<file path="config.mk">
export PLATFORM = sky130hd
export DESIGN_NAME = snes_load_ctrl
export DESIGN_NICKNAME = d
export VERILOG_FILES = /design/src/verilog/snes_load_pkg.sv /design/src/verilog/cart_load_tracker.sv /design/src/verilog/ram_clearer.sv /design/src/verilog/core_gate.sv /design/src/verilog/snes_load_ctrl.sv
export SDC_FILE = /design/constraint.sdc
export NUM_CORES = 1
export LEC_CHECK = 0
export CORE_MARGIN = 8
export CORE_UTILIZATION = 64
export CTS_CLUSTER_DIAMETER = 60
export DETAILED_ROUTE_END_ITERATION = 6
export DONT_BUFFER_PORTS = 1
export PLACE_DENSITY = 0.87
export SYNTH_ARGS = -nofsm -noshare
export SYNTH_HDL_FRONTEND = slang
export SYNTH_SLANG_ARGS = --single-unit
</file>
<file path="constraint.sdc">
create_clock -name clk_sys -period 3.6 [get_ports clk_sys]
set_clock_uncertainty 0.2 [all_clocks]
set_input_delay 0.54 -clock clk_sys [delete_from_list [all_inputs] [get_ports clk_sys]]
set_output_delay 0.54 -clock clk_sys [all_outputs]
set_load 0.01 [all_outputs]
</file>
<file path="src/verilog/snes_load_pkg.sv">
package snes_load_pkg;

  // download stream, byte addressed
  parameter int IOCTL_ADDR_W = 25;
  // one download word carries two bytes
  parameter int IOCTL_DATA_W = 16;

  // core work-ram byte address, 128k
  parameter int WRAM_ADDR_W = 17;

  // rom and save-ram address masks handed to the core
  parameter int MASK_W = 24;

  // copier header in front of some images
  parameter int HEADER_BYTES = 512;

  // countdown after the end of a download
  parameter int SETTLE_CYCLES = 6;

  // clear steps once every four clocks
  parameter int CLEAR_DIV_W = 2;

  typedef logic [IOCTL_ADDR_W-1:0] ioctl_addr_t;
  typedef logic [MASK_W-1:0] mask_t;
  typedef logic [WRAM_ADDR_W-1:0] wram_addr_t;

  // size code as stored in the first image byte
  typedef logic [3:0] size_code_t;

  // 4 mbyte rom assumed when the image gives no size
  parameter size_code_t DEFAULT_ROM_SIZE = 4'hC;

  // work-ram power-on contents
  typedef enum logic [1:0] {
    // 66/99 checkerboard
    FILL_CHECKER = 2'd0,
    // ff/00 stripes
    FILL_STRIPE  = 2'd1,
    FILL_55      = 2'd2,
    FILL_FF      = 2'd3
  } fill_pattern_e;

  // cartridge load tracking
  typedef enum logic [1:0] {
    LD_IDLE     = 2'd0,
    // image bytes streaming in
    LD_DOWNLOAD = 2'd1,
    // waiting for the size codes to settle
    LD_SETTLE   = 2'd2
  } load_state_e;

endpackage

</file>
<file path="src/verilog/cart_load_tracker.sv">
`timescale 1ns/1ps

module cart_load_tracker (
  input  logic                                    clk_sys,
  input  logic                                    reset,
  input  logic                                    ioctl_download,
  input  logic                                    ioctl_wr,
  input  snes_load_pkg::ioctl_addr_t              ioctl_addr,
  input  logic [snes_load_pkg::IOCTL_DATA_W-1:0]  ioctl_dout,
  input  logic [31:0]                             rom_file_size,
  output snes_load_pkg::ioctl_addr_t              cart_addr,
  output snes_load_pkg::mask_t                    rom_mask,
  output snes_load_pkg::mask_t                    ram_mask,
  output snes_load_pkg::size_code_t               sram_size,
  output logic                                    load_busy
);

  import snes_load_pkg::*;

  localparam int CNT_W = $clog2(SETTLE_CYCLES + 1);

  load_state_e state;
  logic [CNT_W-1:0] settle_cnt;
  logic dl_q;
  logic dl_fall;
  logic has_header;
  size_code_t rom_code;
  size_code_t ram_code;

  // file size not a multiple of 1k means a 512 byte copier header
  assign has_header = rom_file_size[9];
  assign cart_addr = has_header ? ioctl_addr - ioctl_addr_t'(HEADER_BYTES) : ioctl_addr;

  // end of download seen through the registered copy
  assign dl_fall = dl_q & ~ioctl_download;

  // state covers the edge cycle and the whole countdown
  assign load_busy = ioctl_download | (state != LD_IDLE);

  // size codes from the first image byte
  always_ff @(posedge clk_sys) begin
    if (!reset) begin
      rom_code <= '0;
      ram_code <= '0;
    end else if (ioctl_download && ioctl_wr && cart_addr == '0) begin
      if (ioctl_dout[7:0] != 8'h00) begin
        // low nibble rom, high nibble save ram
        rom_code <= ioctl_dout[3:0];
        ram_code <= ioctl_dout[7:4];
      end else begin
        rom_code <= DEFAULT_ROM_SIZE;
        ram_code <= '0;
      end
    end
  end

  always_ff @(posedge clk_sys) begin
    if (!reset) begin
      state <= LD_IDLE;
      settle_cnt <= '0;
      dl_q <= 1'b0;
      rom_mask <= '0;
      ram_mask <= '0;
      sram_size <= '0;
    end else begin
      dl_q <= ioctl_download;
      case (state)
        LD_IDLE: begin
          if (ioctl_download) begin
            state <= LD_DOWNLOAD;
          end
        end
        LD_DOWNLOAD: begin
          if (dl_fall) begin
            state <= LD_SETTLE;
            settle_cnt <= CNT_W'(SETTLE_CYCLES);
          end
        end
        LD_SETTLE: begin
          if (dl_fall) begin
            // another short download, start over
            settle_cnt <= CNT_W'(SETTLE_CYCLES);
          end else if (settle_cnt == CNT_W'(1)) begin
            // masks ready before the core leaves reset
            rom_mask <= (mask_t'(1024) << rom_code) - mask_t'(1);
            ram_mask <= (ram_code == '0) ? '0 : (mask_t'(1024) << ram_code) - mask_t'(1);
            sram_size <= ram_code;
            settle_cnt <= '0;
            state <= LD_IDLE;
          end else begin
            settle_cnt <= settle_cnt - CNT_W'(1);
          end
        end
        default: state <= LD_IDLE;
      endcase
    end
  end

  // countdown stays inside its start value
  a_settle_range: assert property (
    @(posedge clk_sys) disable iff (!reset) settle_cnt <= CNT_W'(SETTLE_CYCLES)
  );

endmodule

</file>
<file path="src/verilog/ram_clearer.sv">
`timescale 1ns/1ps

module ram_clearer #(
  parameter int CLEAR_ADDR_W = 17
) (
  input  logic                          clk_sys,
  input  logic                          reset,
  input  logic                          ioctl_download,
  input  snes_load_pkg::fill_pattern_e  fill_pattern,
  output logic                          clearing,
  output logic [CLEAR_ADDR_W-1:0]       fill_addr,
  output logic [7:0]                    fill_data
);

  import snes_load_pkg::*;

  logic dl_q;
  logic dl_rise;
  logic [CLEAR_DIV_W-1:0] clear_div;
  wram_addr_t fill_ext;

  assign dl_rise = ioctl_download & ~dl_q;

  always_ff @(posedge clk_sys) begin
    if (!reset) begin
      dl_q <= 1'b0;
      clear_div <= '0;
      clearing <= 1'b0;
      fill_addr <= '0;
    end else begin
      dl_q <= ioctl_download;
      // free running, not aligned to the start of the clear
      clear_div <= clear_div + CLEAR_DIV_W'(1);
      if (dl_rise) begin
        // new download restarts the sweep from zero
        clearing <= 1'b1;
        fill_addr <= '0;
      end else if (clearing) begin
        if (&fill_addr) begin
          // last address done, park at zero
          clearing <= 1'b0;
          fill_addr <= '0;
        end else if (clear_div == '0) begin
          fill_addr <= fill_addr + CLEAR_ADDR_W'(1);
        end
      end
    end
  end

  // upper address bits read as zero for short sweeps
  assign fill_ext = wram_addr_t'(fill_addr);

  always_comb begin
    case (fill_pattern)
      FILL_CHECKER: fill_data = (fill_ext[8] ^ fill_ext[2]) ? 8'h66 : 8'h99;
      FILL_STRIPE:  fill_data = (fill_ext[9] ^ fill_ext[0]) ? 8'hFF : 8'h00;
      FILL_55:      fill_data = 8'h55;
      FILL_FF:      fill_data = 8'hFF;
      default:      fill_data = 8'hFF;
    endcase
  end

  // sweep always starts from address zero
  a_fill_parked: assert property (
    @(posedge clk_sys) disable iff (!reset) !clearing |-> fill_addr == '0
  );

endmodule

</file>
<file path="src/verilog/core_gate.sv">
`timescale 1ns/1ps

module core_gate #(
  parameter int CLEAR_ADDR_W = 17
) (
  input  logic                                    clk_sys,
  input  logic                                    reset,
  input  logic                                    core_reset,
  input  logic                                    load_busy,
  input  logic                                    clearing,
  input  logic [CLEAR_ADDR_W-1:0]                 fill_addr,
  input  logic [7:0]                              fill_data,
  input  snes_load_pkg::wram_addr_t               wram_addr,
  input  logic [7:0]                              wram_d,
  input  logic                                    wram_ce_n,
  input  logic                                    wram_we_n,
  input  logic                                    wram_oe_n,
  input  logic [15:0]                             mem_dout,
  output logic [7:0]                              wram_q,
  output logic [snes_load_pkg::WRAM_ADDR_W-2:0]   mem_addr,
  output logic [15:0]                             mem_din,
  output logic                                    mem_we,
  output logic                                    mem_re,
  output logic                                    mem_ub,
  output logic                                    mem_lb,
  output logic                                    core_reset_n
);

  import snes_load_pkg::*;

  localparam int GATE_DIV_W = 2;

  logic [GATE_DIV_W-1:0] gate_div;
  logic hold;
  wram_addr_t eff_addr;
  logic core_wr;
  logic core_rd;

  // any of these keeps the core stopped
  assign hold = core_reset | load_busy | clearing;

  always_ff @(posedge clk_sys) begin
    if (!reset) begin
      gate_div <= '0;
      core_reset_n <= 1'b0;
    end else begin
      gate_div <= gate_div + GATE_DIV_W'(1);
      // one sample per four clocks
      if (gate_div == GATE_DIV_W'(2)) begin
        core_reset_n <= ~hold;
      end
    end
  end

  // active low strobes from the core
  assign core_wr = ~wram_ce_n & ~wram_we_n;
  assign core_rd = ~wram_ce_n & ~wram_oe_n;

  // clearer owns the port while it runs
  assign eff_addr = clearing ? wram_addr_t'(fill_addr) : wram_addr;

  always_comb begin
    if (clearing) begin
      // same byte in both lanes, lane select picks one
      mem_din = {fill_data, fill_data};
      mem_we = 1'b1;
      mem_re = 1'b0;
    end else begin
      // odd byte address goes in the upper lane
      mem_din = eff_addr[0] ? {wram_d, 8'h00} : {8'h00, wram_d};
      mem_we = core_wr;
      mem_re = core_rd;
    end
  end

  // byte address to word address
  assign mem_addr = eff_addr[WRAM_ADDR_W-1:1];
  assign mem_ub = eff_addr[0];
  assign mem_lb = ~eff_addr[0];

  assign wram_q = eff_addr[0] ? mem_dout[15:8] : mem_dout[7:0];

  // core never strobes write and read together, clear never reads
  a_we_re_excl: assert property (
    @(posedge clk_sys) disable iff (!reset) !(mem_we && mem_re)
  );

endmodule

</file>
<file path="src/verilog/snes_load_ctrl.sv">
`timescale 1ns/1ps

module snes_load_ctrl #(
  parameter int CLEAR_ADDR_W = 17
) (
  input  logic                                    clk_sys,
  input  logic                                    reset,
  input  logic                                    core_reset,
  // rom download stream
  input  logic                                    ioctl_download,
  input  logic                                    ioctl_wr,
  input  snes_load_pkg::ioctl_addr_t              ioctl_addr,
  input  logic [snes_load_pkg::IOCTL_DATA_W-1:0]  ioctl_dout,
  input  logic [31:0]                             rom_file_size,
  input  snes_load_pkg::fill_pattern_e            fill_pattern,
  // core work-ram request
  input  snes_load_pkg::wram_addr_t               wram_addr,
  input  logic [7:0]                              wram_d,
  input  logic                                    wram_ce_n,
  input  logic                                    wram_we_n,
  input  logic                                    wram_oe_n,
  output logic [7:0]                              wram_q,
  // 16-bit memory port
  output logic [snes_load_pkg::WRAM_ADDR_W-2:0]   mem_addr,
  output logic [15:0]                             mem_din,
  output logic                                    mem_we,
  output logic                                    mem_re,
  output logic                                    mem_ub,
  output logic                                    mem_lb,
  input  logic [15:0]                             mem_dout,
  // load results
  output snes_load_pkg::ioctl_addr_t              cart_addr,
  output snes_load_pkg::mask_t                    rom_mask,
  output snes_load_pkg::mask_t                    ram_mask,
  output snes_load_pkg::size_code_t               sram_size,
  output logic                                    core_reset_n
);

  logic load_busy;
  logic clearing;
  logic [CLEAR_ADDR_W-1:0] fill_addr;
  logic [7:0] fill_data;

  // header skip, size codes, mask latch
  cart_load_tracker u_cart_load_tracker (
    .clk_sys        (clk_sys),
    .reset          (reset),
    .ioctl_download (ioctl_download),
    .ioctl_wr       (ioctl_wr),
    .ioctl_addr     (ioctl_addr),
    .ioctl_dout     (ioctl_dout),
    .rom_file_size  (rom_file_size),
    .cart_addr      (cart_addr),
    .rom_mask       (rom_mask),
    .ram_mask       (ram_mask),
    .sram_size      (sram_size),
    .load_busy      (load_busy)
  );

  // work-ram wipe on download start
  ram_clearer #(
    .CLEAR_ADDR_W (CLEAR_ADDR_W)
  ) u_ram_clearer (
    .clk_sys        (clk_sys),
    .reset          (reset),
    .ioctl_download (ioctl_download),
    .fill_pattern   (fill_pattern),
    .clearing       (clearing),
    .fill_addr      (fill_addr),
    .fill_data      (fill_data)
  );

  // core reset hold and memory port steering
  core_gate #(
    .CLEAR_ADDR_W (CLEAR_ADDR_W)
  ) u_core_gate (
    .clk_sys      (clk_sys),
    .reset        (reset),
    .core_reset   (core_reset),
    .load_busy    (load_busy),
    .clearing     (clearing),
    .fill_addr    (fill_addr),
    .fill_data    (fill_data),
    .wram_addr    (wram_addr),
    .wram_d       (wram_d),
    .wram_ce_n    (wram_ce_n),
    .wram_we_n    (wram_we_n),
    .wram_oe_n    (wram_oe_n),
    .mem_dout     (mem_dout),
    .wram_q       (wram_q),
    .mem_addr     (mem_addr),
    .mem_din      (mem_din),
    .mem_we       (mem_we),
    .mem_re       (mem_re),
    .mem_ub       (mem_ub),
    .mem_lb       (mem_lb),
    .core_reset_n (core_reset_n)
  );

endmodule

</file>
==> results.txt, run 1 <==
The worst setup path is launched from a flop. The maximum count of clock buffers along a single path came out at 2. In the post-synthesis netlist, the biggest area contributors are sky130_fd_sc_hd__dfxtp_1, sky130_fd_sc_hd__mux2_2, sky130_fd_sc_hd__nand2_1. The critical path endpoint category is an output port. The leftover overflow at the end of global routing came out at 0. The detail-routed via count per cell is 6.38. A synthesized cell averages approximately 8 um2. The number of violations of the max-capacitance limit came out at 0. The height of the die came out at 98.1 um. The number of routed nets with antenna violations is 0. The worst min-delay path category is input port to flop. The number of DRC violations after detailed-routing iteration 0 came out at roughly 170. The sum of net half-perimeters after detailed placement came out at 9150 um. The number of H-tree levels is 3. The combined area of all synthesized cells came out at 0.00431 mm2. The reg-to-reg endpoint is u_ram_clearer.fill_addr[10].

The number of buffers inserted to repair setup after CTS came out at 0. From synthesis to final layout, the design area changed by 0.435%. The cell with the largest stage delay on the worst path is sky130_fd_sc_hd__a21oi_1.

The run finished with clean final reports. The clock reaches the later pin of the worst-skew pair after 340 ps. The Yosys warning count came out at 0. The maximum number of pins on one net before global-route repair is 40. The startpoint identified for the worst hold timing path is reset. The post-placement cell count is approximately 570. The cell sitting at the root of the clock tree is a sky130_fd_sc_hd__clkbuf_8. The global-route total usage across every layer is 23.2%. The maximum fanout encountered on the critical timing path came out at 10. The number of flip-flops and latches in the synthesized netlist is 71. The cell count after synthesis is 542. Along the worst hold path, the cell count comes to 1.

The worst endpoint required time came out at 2860 ps. The final clock period utilization by the worst path came out at roughly 84%. The clock-pin slew of the registers on the worst-case setup and hold paths came out at 70 ps. The max-slew violation total from the final report is 0. The area of the die came out at 0.00962 mm2. In this run, post-CTS repair resized a total of 0 instances.

Summing over every cut layer, the via total after detailed routing is 3727. The die span in x came out at 98.1 um. The highest attainable clock frequency is 0.331 GHz. The number of input and output port buffers inserted came out at 0.

The post-layout instance count excluding filler cells is between 500 and 600. Row generation in the floorplan step produced 30 rows. After synthesis, flip-flops and latches occupy 33.0% of the total area. Summed over all layers, the routed wires come to 11700 um. The critical path in this run is classified as flop to output port. The worst-margin pin slew is around 1000 ps.

In this run the power density over the cells is roughly 390 mW/mm2. The largest area contributor in the synthesized netlist is sky130_fd_sc_hd__dfxtp_1. TritonCTS built the clock tree.

The number of antenna violations at the first check in global routing came to 0. The fraction of final layout cells with drive strength greater than 1 is 10.1%. The startpoint identified for the worst register-to-register timing path is u_ram_clearer.fill_addr[0]. Among all flip-flop cells after synthesis, the most frequent one is sky130_fd_sc_hd__dfxtp_1. The buffer and inverter count on the worst path is 0. The worst slew margin relative to its limit is 33.0%. The largest single stage delay on the critical path is ~800 ps. For the worst setup path, the data arrival time is ~2300 ps. The post-synthesis cell type count is 58. The leakage power came out at 1.57 nW. On the critical path the largest part of the delay comes from compound AO/OA/AOI/OAI gates.

The number of global-route vias before repair is around 3600. For this design, the CTS-stage hold fixing added 0 buffers. The starting density of the core is 64.9%. The endpoint of the worst hold path is u_ram_clearer.clear_div[1]. The worst supply voltage drop on vdd came out at 227 uV. The count of endpoints failing setup in the final report came out at 0. The first detailed-routing pass took 4 iterations. The final setup TNS came out at 0 ps. The share of synthesized registers carrying an async set or reset is 0%. The utilization after layout came out at 65.2%. The count of nets after finishing came out at 633.

Synthesis produced a netlist with a net count of 675. After detailed routing, the average wire length per cell comes to 20.1 um. Setup repair after global routing left no endpoint under its margin. The number of buffers added by the clock tree synthesis step came out at 9.

The repair_antennas step left the layout with diodes totalling 0. The worst-case reg-to-reg path depth came out at 10. The number of synthesized flops with an enable pin came out at 0. The portion of synthesized cell area occupied by the leading cell type came out at between 30% and 40%.

The hold violation count in the final report came to 0. The setup slack of the most critical reg-to-reg path is between 700 and 800 ps. The hold slack came out at 122 ps. The count of clock tree sinks is 71. Routability-driven placement finished with a final weighted congestion of around 0.91. The post-route minimum period is 3020 ps.

The area of the core is approximately 0.0066 mm2. Pin placement for this block handled 246 I/O pins. The total power draw came out at around 1.7 mW. After detailed routing, the number of remaining DRC violations is 0. The critical path goes through nor2b_1 > a21oi_1 > mux2_2. The first global-routing pass estimated 18100 um of wire.
[cell usage in the layout, fill, tap and decap left out, drive strengths merged, types with 5 or more instances in the layout]
| cell type | n |
|---|---|
| a211oi | 9 |
| a21o | 12 |
| a21oi | 37 |
| and3 | 6 |
| clkbuf | 10 |
| dfxtp | 71 |
| ha | 9 |
| inv | 17 |
| mux2 | 24 |
| nand2 | 65 |
| nand3 | 14 |
| nand4 | 12 |
| nor2 | 63 |
| nor2b | 6 |
| nor3 | 19 |
| nor4 | 6 |
| o21ai | 16 |
| o21bai | 6 |
| o31ai | 6 |
| or3 | 5 |
| xnor2 | 11 |
| xor2 | 18 |
[Yosys cell counts (2+ instances only)]
| library cell | n |
|---|---|
| sky130_fd_sc_hd__a22oi_1 | 3 |
| sky130_fd_sc_hd__nor3_1 | 19 |
| sky130_fd_sc_hd__a21o_1 | 12 |
| sky130_fd_sc_hd__a311oi_1 | 4 |
| sky130_fd_sc_hd__nor2b_1 | 6 |
| sky130_fd_sc_hd__or3_1 | 5 |
| sky130_fd_sc_hd__nand2b_1 | 4 |
| sky130_fd_sc_hd__o31ai_1 | 6 |
| sky130_fd_sc_hd__mux2i_1 | 2 |
| sky130_fd_sc_hd__xor2_1 | 17 |
| sky130_fd_sc_hd__nand4b_1 | 2 |
| sky130_fd_sc_hd__a21boi_0 | 2 |
| sky130_fd_sc_hd__o21bai_1 | 5 |
| sky130_fd_sc_hd__nand3b_1 | 2 |
| sky130_fd_sc_hd__and2_1 | 4 |
| sky130_fd_sc_hd__a31oi_1 | 4 |
| sky130_fd_sc_hd__nand3_1 | 13 |
| sky130_fd_sc_hd__clkbuf_1 | 17 |
| sky130_fd_sc_hd__or2_1 | 3 |
| sky130_fd_sc_hd__a211oi_1 | 9 |
| sky130_fd_sc_hd__nor4b_1 | 2 |
| sky130_fd_sc_hd__o311ai_0 | 2 |
| sky130_fd_sc_hd__xnor2_1 | 11 |
| sky130_fd_sc_hd__a21oi_1 | 37 |
| sky130_fd_sc_hd__o21ai_1 | 2 |
| sky130_fd_sc_hd__nand2_1 | 65 |
| sky130_fd_sc_hd__and4_1 | 3 |
| sky130_fd_sc_hd__nand4_1 | 12 |
| sky130_fd_sc_hd__nor3b_1 | 2 |
| sky130_fd_sc_hd__nor2_1 | 63 |
| sky130_fd_sc_hd__o21ai_0 | 14 |
| sky130_fd_sc_hd__dfxtp_1 | 71 |
| sky130_fd_sc_hd__buf_2 | 7 |
| sky130_fd_sc_hd__nor4_1 | 6 |
| sky130_fd_sc_hd__buf_1 | 4 |
| sky130_fd_sc_hd__inv_1 | 17 |
| sky130_fd_sc_hd__and3_1 | 6 |
| sky130_fd_sc_hd__buf_4 | 28 |
| sky130_fd_sc_hd__ha_1 | 9 |
| sky130_fd_sc_hd__mux2_2 | 24 |
[through the flow]
step                setup slack (ps)  cell area (um2)
floorplan                        755             4310
global placement                 666             4110
detailed placement               583             4110
CTS                              541             4330
global route                     391             4330
finish                           581             4330
[area by class of cell]
type                    instances  area, um2
fillers                       553       2310
inverters                      18       72.6
flip-flops and latches         71       1420
clock inverters                 5       82.6
repair buffers                  3       22.5
well taps                      80        100
clock buffers                  10        138
multi-input cells             397       2490
[sequential cells by signal, summed over array words and instances, names as in the netlist, 2 cells and up]
name / count
u_core_gate.gate_div: 2
u_cart_load_tracker.rom_mask: 15
u_cart_load_tracker.ram_mask: 15
u_cart_load_tracker.state: 2
u_cart_load_tracker.rom_code: 4
u_ram_clearer.fill_addr: 17
u_cart_load_tracker.settle_cnt: 3
u_cart_load_tracker.sram_size: 4
u_ram_clearer.clear_div: 2
u_cart_load_tracker.ram_code: 4
[routing by layer]
layer | wire, um | track usage, %
met1 | 4130 | 23.1
met2 | 6050 | 41.3
met3 | 1190 | 9.60
met4 | 367 | 10.6
met5 | 0 | 0
[worst max path at each step]
stage | startpoint | to | slack (ps) | depth (start not counted)
detailed placement | ioctl_addr[15] | u_cart_load_tracker.rom_code[3] | 580 | 7
floorplan | ioctl_addr[13] | cart_addr[24] | 760 | 6
global placement | ioctl_addr[15] | u_cart_load_tracker.rom_code[2] | 670 | 7
finish | u_ram_clearer.clearing | wram_q[3] | 580 | 3
global route | u_ram_clearer.clearing | wram_q[2] | 390 | 3
CTS | u_ram_clearer.clearing | wram_q[3] | 540 | 3
[logic make-up (layout without fill, tap and decap cells)]
logic type / count (synthesis) / count (layout) / share of synthesized area, %
multiplexers: 26 / 26 / 6.73
adder cells (fa/ha/maj): 9 / 9 / 2.61
buffers and inverters: 74 / 36 / 9.20
flip-flops: 71 / 71 / 33.0
AND/OR/NAND/NOR: 223 / 223 / 25.4
AO/OA/AOI/OAI: 110 / 110 / 17.0
XOR/XNOR: 29 / 29 / 6.07
[report_power, final]
group          total, mW  internal, mW  switching, mW
registers          0.800         0.794        0.00668
logic              0.188        0.0670          0.121
clock network      0.695         0.406          0.289
total               1.68          1.27          0.416
[worst register-to-register path, cell delays in order, from the launching register on]
cell and delay [ps]:
sky130_fd_sc_hd__dfxtp_1 450, sky130_fd_sc_hd__ha_1 230, sky130_fd_sc_hd__nand2_1 90, sky130_fd_sc_hd__nor3_1 180, sky130_fd_sc_hd__and3_1 180, sky130_fd_sc_hd__ha_1 230
sky130_fd_sc_hd__o21ai_1 160, sky130_fd_sc_hd__nor3_1 560, sky130_fd_sc_hd__nand3_1 190, sky130_fd_sc_hd__xor2_1 200, sky130_fd_sc_hd__nor2_1 50
Power figures use the tool's default switching activity.
==> run 2, diff against run 1 <==
- clock period: 3.6 -> 2.9 ns (I/O delays scaled with it)
==> run 2 against run 1 <==
Critical path depth up 3. Total power up 27%. Design area up 1.9%. Global-route usage up 0.93 points. Cell count up 1.7%. Clock power up 29%. Critical endpoint is now cart_addr[23]. Largest power group unchanged.
==> results.txt, run 2 (synthesis gave the netlist of run 1 again) <==
The maximum fanout encountered on the critical timing path is 6. The number of top-level pins is about 250. The worst register-to-register path begins at u_ram_clearer.fill_addr[1]. The worst min-delay path category is input port to flop. The worst slew margin relative to its limit came out at 34.2%. Clock latency on the worst-skew pair, taken at its later pin, is 350 ps. Leaving out filler cells and counting taps, the final layout contains 594. The flip-flop count of the largest register, all copies and words added came out at 17. The pre-CTS worst setup slack came out at 221 ps. The critical path's largest stage delay came out at 410 ps.

Setup repair after global routing left no endpoint under its margin. The detail route stage leaves a number of antenna-violating nets equal to 0. After clock tree synthesis, the clock-pin slew on the worst setup and hold paths is ~80 ps. The critical path starts at ioctl_addr[10]. The slowest stage of the critical path is the sky130_fd_sc_hd__nor4b_1 cell. The area growth from synthesis to layout is 2.32%. The worst supply voltage drop on vdd came out at ~260 uV. In this design, the largest share of critical-path delay is due to simple AND/OR/NAND/NOR gates.

After clock tree synthesis, the flow added hold-fix buffers numbering 2. The library cell used most frequently in the layout, excluding fill and tap cells, is sky130_fd_sc_hd__dfxtp_1. The post-route minimum period is 2670 ps.

Buffers added to address setup during post-CTS repair amount to 0. The leakage power came out at between 1.5 and 2 nW. The worst path setup slack after routing is 227 ps. The final clock period utilization by the worst path is 92.2%.

The number of input and output port buffers inserted is 0. For this design the ratio of total power to cell area is 483 mW/mm2. The starting density of the core came out at 64.9%. The number of global-route vias before repair is 3758.

The count of nets after finishing came out at 642. Routability-driven placement finished with a final weighted congestion of 0.889. The number of rows created at floorplan is 30. The sum of net half-perimeters after detailed placement came out at 9190 um. The area of the core came out at roughly 0.0066 mm2.

TritonCTS built the clock tree. The global-route total usage across every layer is 24.2%. CTS built an H-tree with a depth of 3. The final routed wire length divided by cell count is 19.8 um. The count of endpoints failing setup in the final report is 0. For the pin with the worst max-slew slack, the measured transition is a little under 1000 ps. The startpoint identified for the worst hold timing path is reset. Once the clock tree was built, the resizer swapped 0 gates to a different size. The number of DRC violations after detailed-routing iteration 0 is 165.

The root buffer cell chosen for the clock tree is sky130_fd_sc_hd__clkbuf_8. The hold violation count in the final report came out at 0. The die span in x came out at 98.1 um.

In the layout the commonest cells are sky130_fd_sc_hd__dfxtp_1, sky130_fd_sc_hd__nand2_1, sky130_fd_sc_hd__nor2_1. The post-placement cell count is 576. The max-slew violation total from the final report came out at 0.

The data arrival time of the worst path came out at 2040 ps. The count of clock tree sinks is 71. The antenna diode count came out at 0. In the final layout, the registers with the most flip-flops are u_ram_clearer.fill_addr x17, u_cart_load_tracker.ram_mask x15, u_cart_load_tracker.rom_mask x15. The highest attainable clock frequency came out at approximately 0.37 GHz. The number of inserted filler cells in the final layout is 531. The overall routed net length is between 10000 and 15000 um. The number of violations of the max-capacitance limit came out at 0. The startpoint-to-endpoint class of the critical path is input port to output port. The run finished with clean final reports.

The critical path goes through inv_1 > ha_1 > nand4bb_1 > or2_1 > nor4b_1 > xor2_1. The wire length of the first global-routing pass came out at ~19000 um. Before antenna repair, the detailed router went through 4 iterations. The hold slack is 23.4 ps. Together, buffers and inverters on the worst path number 1. The height of the die is between 90 and 100 um. Counting along the longest clock path gives a buffer depth of 2. The worst setup path is launched from an input port. Across all layers, the routed design uses 3775 vias. The number of antenna violations at the first check in global routing is 0.

The maximum number of pins on one net before global-route repair came out at 40. Adding up every negative setup slack in the final design gives 0 ps. The completed layout was analyzed and its total power is roughly 2.1 mW.

Counting flops per register, the top entry is u_ram_clearer.fill_addr. After detailed routing, the number of remaining DRC violations is 0. The worst setup path is captured at an output port. The number of buffers added by the clock tree synthesis step came out at 9. The area of the die is 0.00962 mm2. The fraction of final layout cells with drive strength greater than 1 came out at 11.5%.

The worst endpoint required time came out at between 2000 and 2500 ps. The detail-routed via count per cell is 6.36. The leftover overflow at the end of global routing came out at 0.
## run 2: cell count changes in the layout (fill, tap and decap cells not counted), sizes merged
cell,change
dlygate4sd3,+2
buf,+7
clkinvlp,+1
clkbuf,-1
inv,+2
clkinv,-1
## run 2: worst paths after layout
kind	endpoint	cells past startpoint	slack, ps
setup / recovery	cart_addr[23]	6	230
hold / removal	u_cart_load_tracker.rom_mask[16]	2	20
setup reg to reg	u_ram_clearer.fill_addr[15]	10	230
hold reg to reg	u_core_gate.gate_div[0]	1	230
## run 2: final cells by class
type	count	area, um2	share of cell area (%)
repair buffers	12	95.1	2.16
inverters	18	72.6	1.65
flip-flops and latches	71	1420	32.2
clock buffers	9	124	2.81
multi-input cells	397	2490	56.5
clock inverters	7	105	2.38
well taps	80	100	2.27
## run 2: worst register-to-register path: stages, from the launching register on
cell and delay, ps:
sky130_fd_sc_hd__dfxtp_1 390, sky130_fd_sc_hd__ha_1 220, sky130_fd_sc_hd__nand2_1 90, sky130_fd_sc_hd__nor3_1 180
sky130_fd_sc_hd__and3_1 170, sky130_fd_sc_hd__ha_1 220, sky130_fd_sc_hd__nor2_1 100, sky130_fd_sc_hd__nor3_1 340
sky130_fd_sc_hd__nand2_1 200, sky130_fd_sc_hd__or3_1 340, sky130_fd_sc_hd__a21oi_1 150
## run 2: stage by stage
| stage | utilization [%] | instance area [um2] |
|---|---|---|
| 2_1_floorplan | - | 4310 |
| 3_3_place_gp | 62.6 | 4160 |
| 3_5_place_dp | 62.6 | 4160 |
| 4_1_cts | 66.4 | 4410 |
| 5_1_grt | 66.4 | 4410 |
| 6_report | 66.4 | 4410 |
## run 2: metal layers
layer	up-vias	GRT usage, %	routed length [um]
li1	1821	-	-
met1	1750	23.7	4320
met3	28	9.53	1090
met5	-	0	0
met4	0	12.0	429
met2	176	43.2	5930
## run 2: report_power, final
| group | leakage [nW] | switching (mW) | total, mW | internal (mW) |
|---|---|---|---|---|
| clock | 0.112 | 0.402 | 0.898 | 0.496 |
| combinational | 0.932 | 0.150 | 0.240 | 0.0894 |
| sequential | 0.574 | 0.00993 | 0.995 | 0.985 |
| total | 1.62 | 0.562 | 2.13 | 1.57 |
==> run 3, diff against run 2 <==
- GPL_TIMING_DRIVEN: default -> 0
- SETUP_SLACK_MARGIN: default -> 0.4
==> run 3 against run 2 <==
Cell count rose by 9.6%. Sequential cell count did not move. Total power fell by 3.7%. Wire length grew 15%. Critical path depth increased by 4. Core utilization increased by 7.5 points. Design area rose by 11%. Critical path type is now flop to flop. Largest cell class unchanged.
==> results.txt, run 3 (synthesis gave the netlist of run 1 again) <==
The wire length of the first global-routing pass is just over 20000 um. The part of the total power dissipated in sequential elements came out at between 40% and 50%. The worst setup path is captured at a flop. The setup slack of the most critical reg-to-reg path is 440 ps. For this design, the slowest cell found on the critical path is sky130_fd_sc_hd__dfxtp_1. The leftover overflow at the end of global routing is 0. The number of routed nets with antenna violations is 0. The filler cells instantiated in the layout total 482.

Traced cell by cell, the critical path runs through and3_1 > and3_2 > and3_4 > ha_4 > nor2_1 > nor3_2 > buf_4 > nand2_1 > xor2_1 > nor2_1. Setup repair after global routing left no endpoint under its margin. The number of H-tree levels came out at 3.

The combinational power share is 14.0%. The number of violations of the max-capacitance limit came out at 0. Leaving out fill and tap cells, the most frequent cells in the layout are sky130_fd_sc_hd__nor2_1, sky130_fd_sc_hd__nand2_1, sky130_fd_sc_hd__dfxtp_1. The leakage power is 1.89 nW. The register with the most flip-flops is u_ram_clearer.fill_addr.

The area of the core came out at 0.00664 mm2. The maximum number of pins on one net before global-route repair is 12. In the final layout, the registers with the most flip-flops are u_ram_clearer.fill_addr x17, u_cart_load_tracker.ram_mask x15, u_cart_load_tracker.rom_mask x15. The design draws 2.05 mW. The total power density per cell area is 418 mW/mm2.

Setup violations remaining at the end of the flow were counted as 0. The part of the total power dissipated in the clock network came out at 37.7%. The highest attainable clock frequency is around 0.41 GHz. The worst-case reg-to-reg path depth came out at 10.

The area of the die is 0.00962 mm2. The die is approximately 98 um wide. The switching component of the power is between 500 and 600 uW.

The sum of net half-perimeters after detailed placement is 10000 um. The global-route total usage across every layer came out at 26.2%. For hold timing, the worst endpoint is u_cart_load_tracker.dl_q. The count of vias placed by the detailed router came out at 4149. Row generation in the floorplan step produced 30 rows.

The nature of the critical path startpoint is a flop. The maximum fanout encountered on the critical timing path is 5. Clock tree synthesis found a total of 71 sinks. The register with the most flip-flops in the layout has 17 of them. The hold violation count in the final report came out at 0. In the final routed layout, each cell accounts on average for between 20 and 25 um. The number of antenna violations at the first check in global routing came to 0. The number of global-route vias before repair is 3973. The routed design could run at a clock period as short as 2460 ps. The area growth from synthesis to layout came out at 13.9%. The final setup TNS is 0 ps. The worst endpoint required time is a little under 3000 ps. The run finished with clean final reports. The reg-to-reg endpoint is u_ram_clearer.fill_addr[9].

The antenna diode count came out at 0. In the finished design, the share of the clock period the worst path needs comes to 84.9%. On the worst path, the slowest cell contributes a delay of 410 ps. The overall routed net length came out at 13500 um. The internal portion of the total power is 1.51 mW. In this run the critical register-to-register path is launched from u_ram_clearer.fill_addr[7]. In this run the most critical hold path is launched from ioctl_download. The max-slew violation total from the final report came out at 0. The first-pass iteration count of the detailed router is 5. No sink is reached through more buffers than the 2 on the longest clock path. The finished layout cell area came out at 0.00491 mm2. The number of top-level pins is between 200 and 250.

The worst-margin pin slew is 607 ps. The number of buffers added by the clock tree synthesis step came out at 9. At the end of routability-driven placement, the weighted congestion stood at 0.890. The standard cell area after detailed placement is 0.00444 mm2.

The height of the die came out at 98.1 um. The insertion delay of the later-clocked pin in the worst-skew pair is 340 ps. The worst slew margin relative to its limit came out at 59.1%. The number of DRC violations after detailed routing is 0.

Net switching is 26.2% of the power. The starting density of the core is 64.9%. The worst setup path is of the flop to flop kind.

TritonCTS built the clock tree. The number of cells traversed by the worst hold path is 1. The count of nets after finishing came out at 699. The number of input and output port buffers inserted came out at 0. VDD sags by at most a little over 300 uV. The fraction of final layout cells with drive strength greater than 1 is 23.3%. The detail-routed via count per cell came out at 6.37. The most numerous cell type found on the critical path is sky130_fd_sc_hd__nor2_1.

The worst min-delay path category is input port to flop. The data arrival time of the worst path is 2470 ps. The number of DRC violations after detailed-routing iteration 0 is about 220. The clock-pin slew of the registers on the worst-case setup and hold paths came out at roughly 70 ps. The root buffer cell chosen for the clock tree is sky130_fd_sc_hd__clkbuf_8.
[run 3: worst max-delay path, delay by kind of cell (launching register included)]
family | cells | cell delay [ps]
adder cells (fa/ha/maj) | 1 | 150
buffers and inverters | 1 | 160
flip-flops | 1 | 410
AND/OR/NAND/NOR | 7 | 1180
XOR/XNOR | 1 | 220
[run 3: what timing repair did]
action,4_1_cts,5_1_grt
pin swaps,6,10
buffers inserted,5,5
hold endpoints to repair,1,0
gates cloned,2,0
resized for setup,16,40
hold buffers,1,0
endpoints found under the setup margin,46,47
[run 3: layer usage]
metal | track usage (%) | share of wire [%] | up-vias | wire length (um)
met3 | 10.3 | 10 | 37 | 1400
met4 | 13.4 | 3.3 | 0 | 441
met1 | 25.1 | 35 | 1966 | 4700
met2 | 47.5 | 52 | 218 | 6960
met5 | 0 | 0 | - | 0
li1 | - | - | 1928 | -
[run 3: how the worst max path moves through the flow]
stage | end | cells after the start | startpoint | slack, ps
after floorplan | u_cart_load_tracker.rom_code[3] | 8 | ioctl_addr[13] | 320
after global placement | u_cart_load_tracker.rom_code[2] | 8 | ioctl_addr[13] | 150
after detailed placement | u_cart_load_tracker.ram_code[2] | 8 | ioctl_addr[13] | 30
after CTS | cart_addr[23] | 5 | ioctl_addr[13] | 400
after global routing | u_ram_clearer.fill_addr[9] | 10 | u_ram_clearer.fill_addr[7] | 340
final | u_ram_clearer.fill_addr[9] | 10 | u_ram_clearer.fill_addr[7] | 440
[run 3: power groups by stage]
| stage | combinational (mW) | sequential [mW] | clock (mW) |
|---|---|---|---|
| 5_1_grt | 0.307 | 0.994 | 0.826 |
| 2_1_floorplan | 0.212 | 1.01 | 0 |
| 3_5_place_dp | 0.260 | 1.02 | 0 |
| 3_3_place_gp | 0.252 | 1.01 | 0 |
| 6_report | 0.287 | 0.993 | 0.773 |
| 4_1_cts | 0.275 | 0.995 | 0.776 |
[run 3: per-stage QoR]
stage	hold slack (ps)	util (%)	instances	setup slack, ps
2_1_floorplan	193	-	542	319
3_3_place_gp	199	66.8	622	148
3_5_place_dp	223	66.8	622	26.9
4_1_cts	0.0148	71.7	646	405
5_1_grt	5.00	73.9	651	341
6_report	22.5	73.9	651	439
[run 3: final cells by class]
cell class / count / area, um2 / share of cell area [%]
sequential: 71 / 1440 / 29.2
inverter: 18 / 72.6 / 1.48
buffer: 56 / 347 / 7.06
timing repair inverter: 1 / 5.00 / 0.102
clock inverter: 3 / 42.5 / 0.866
timing repair buffer: 11 / 85.1 / 1.73
clock buffer: 13 / 149 / 3.03
tap: 80 / 100 / 2.04
multi-input combinational: 398 / 2670 / 54.4
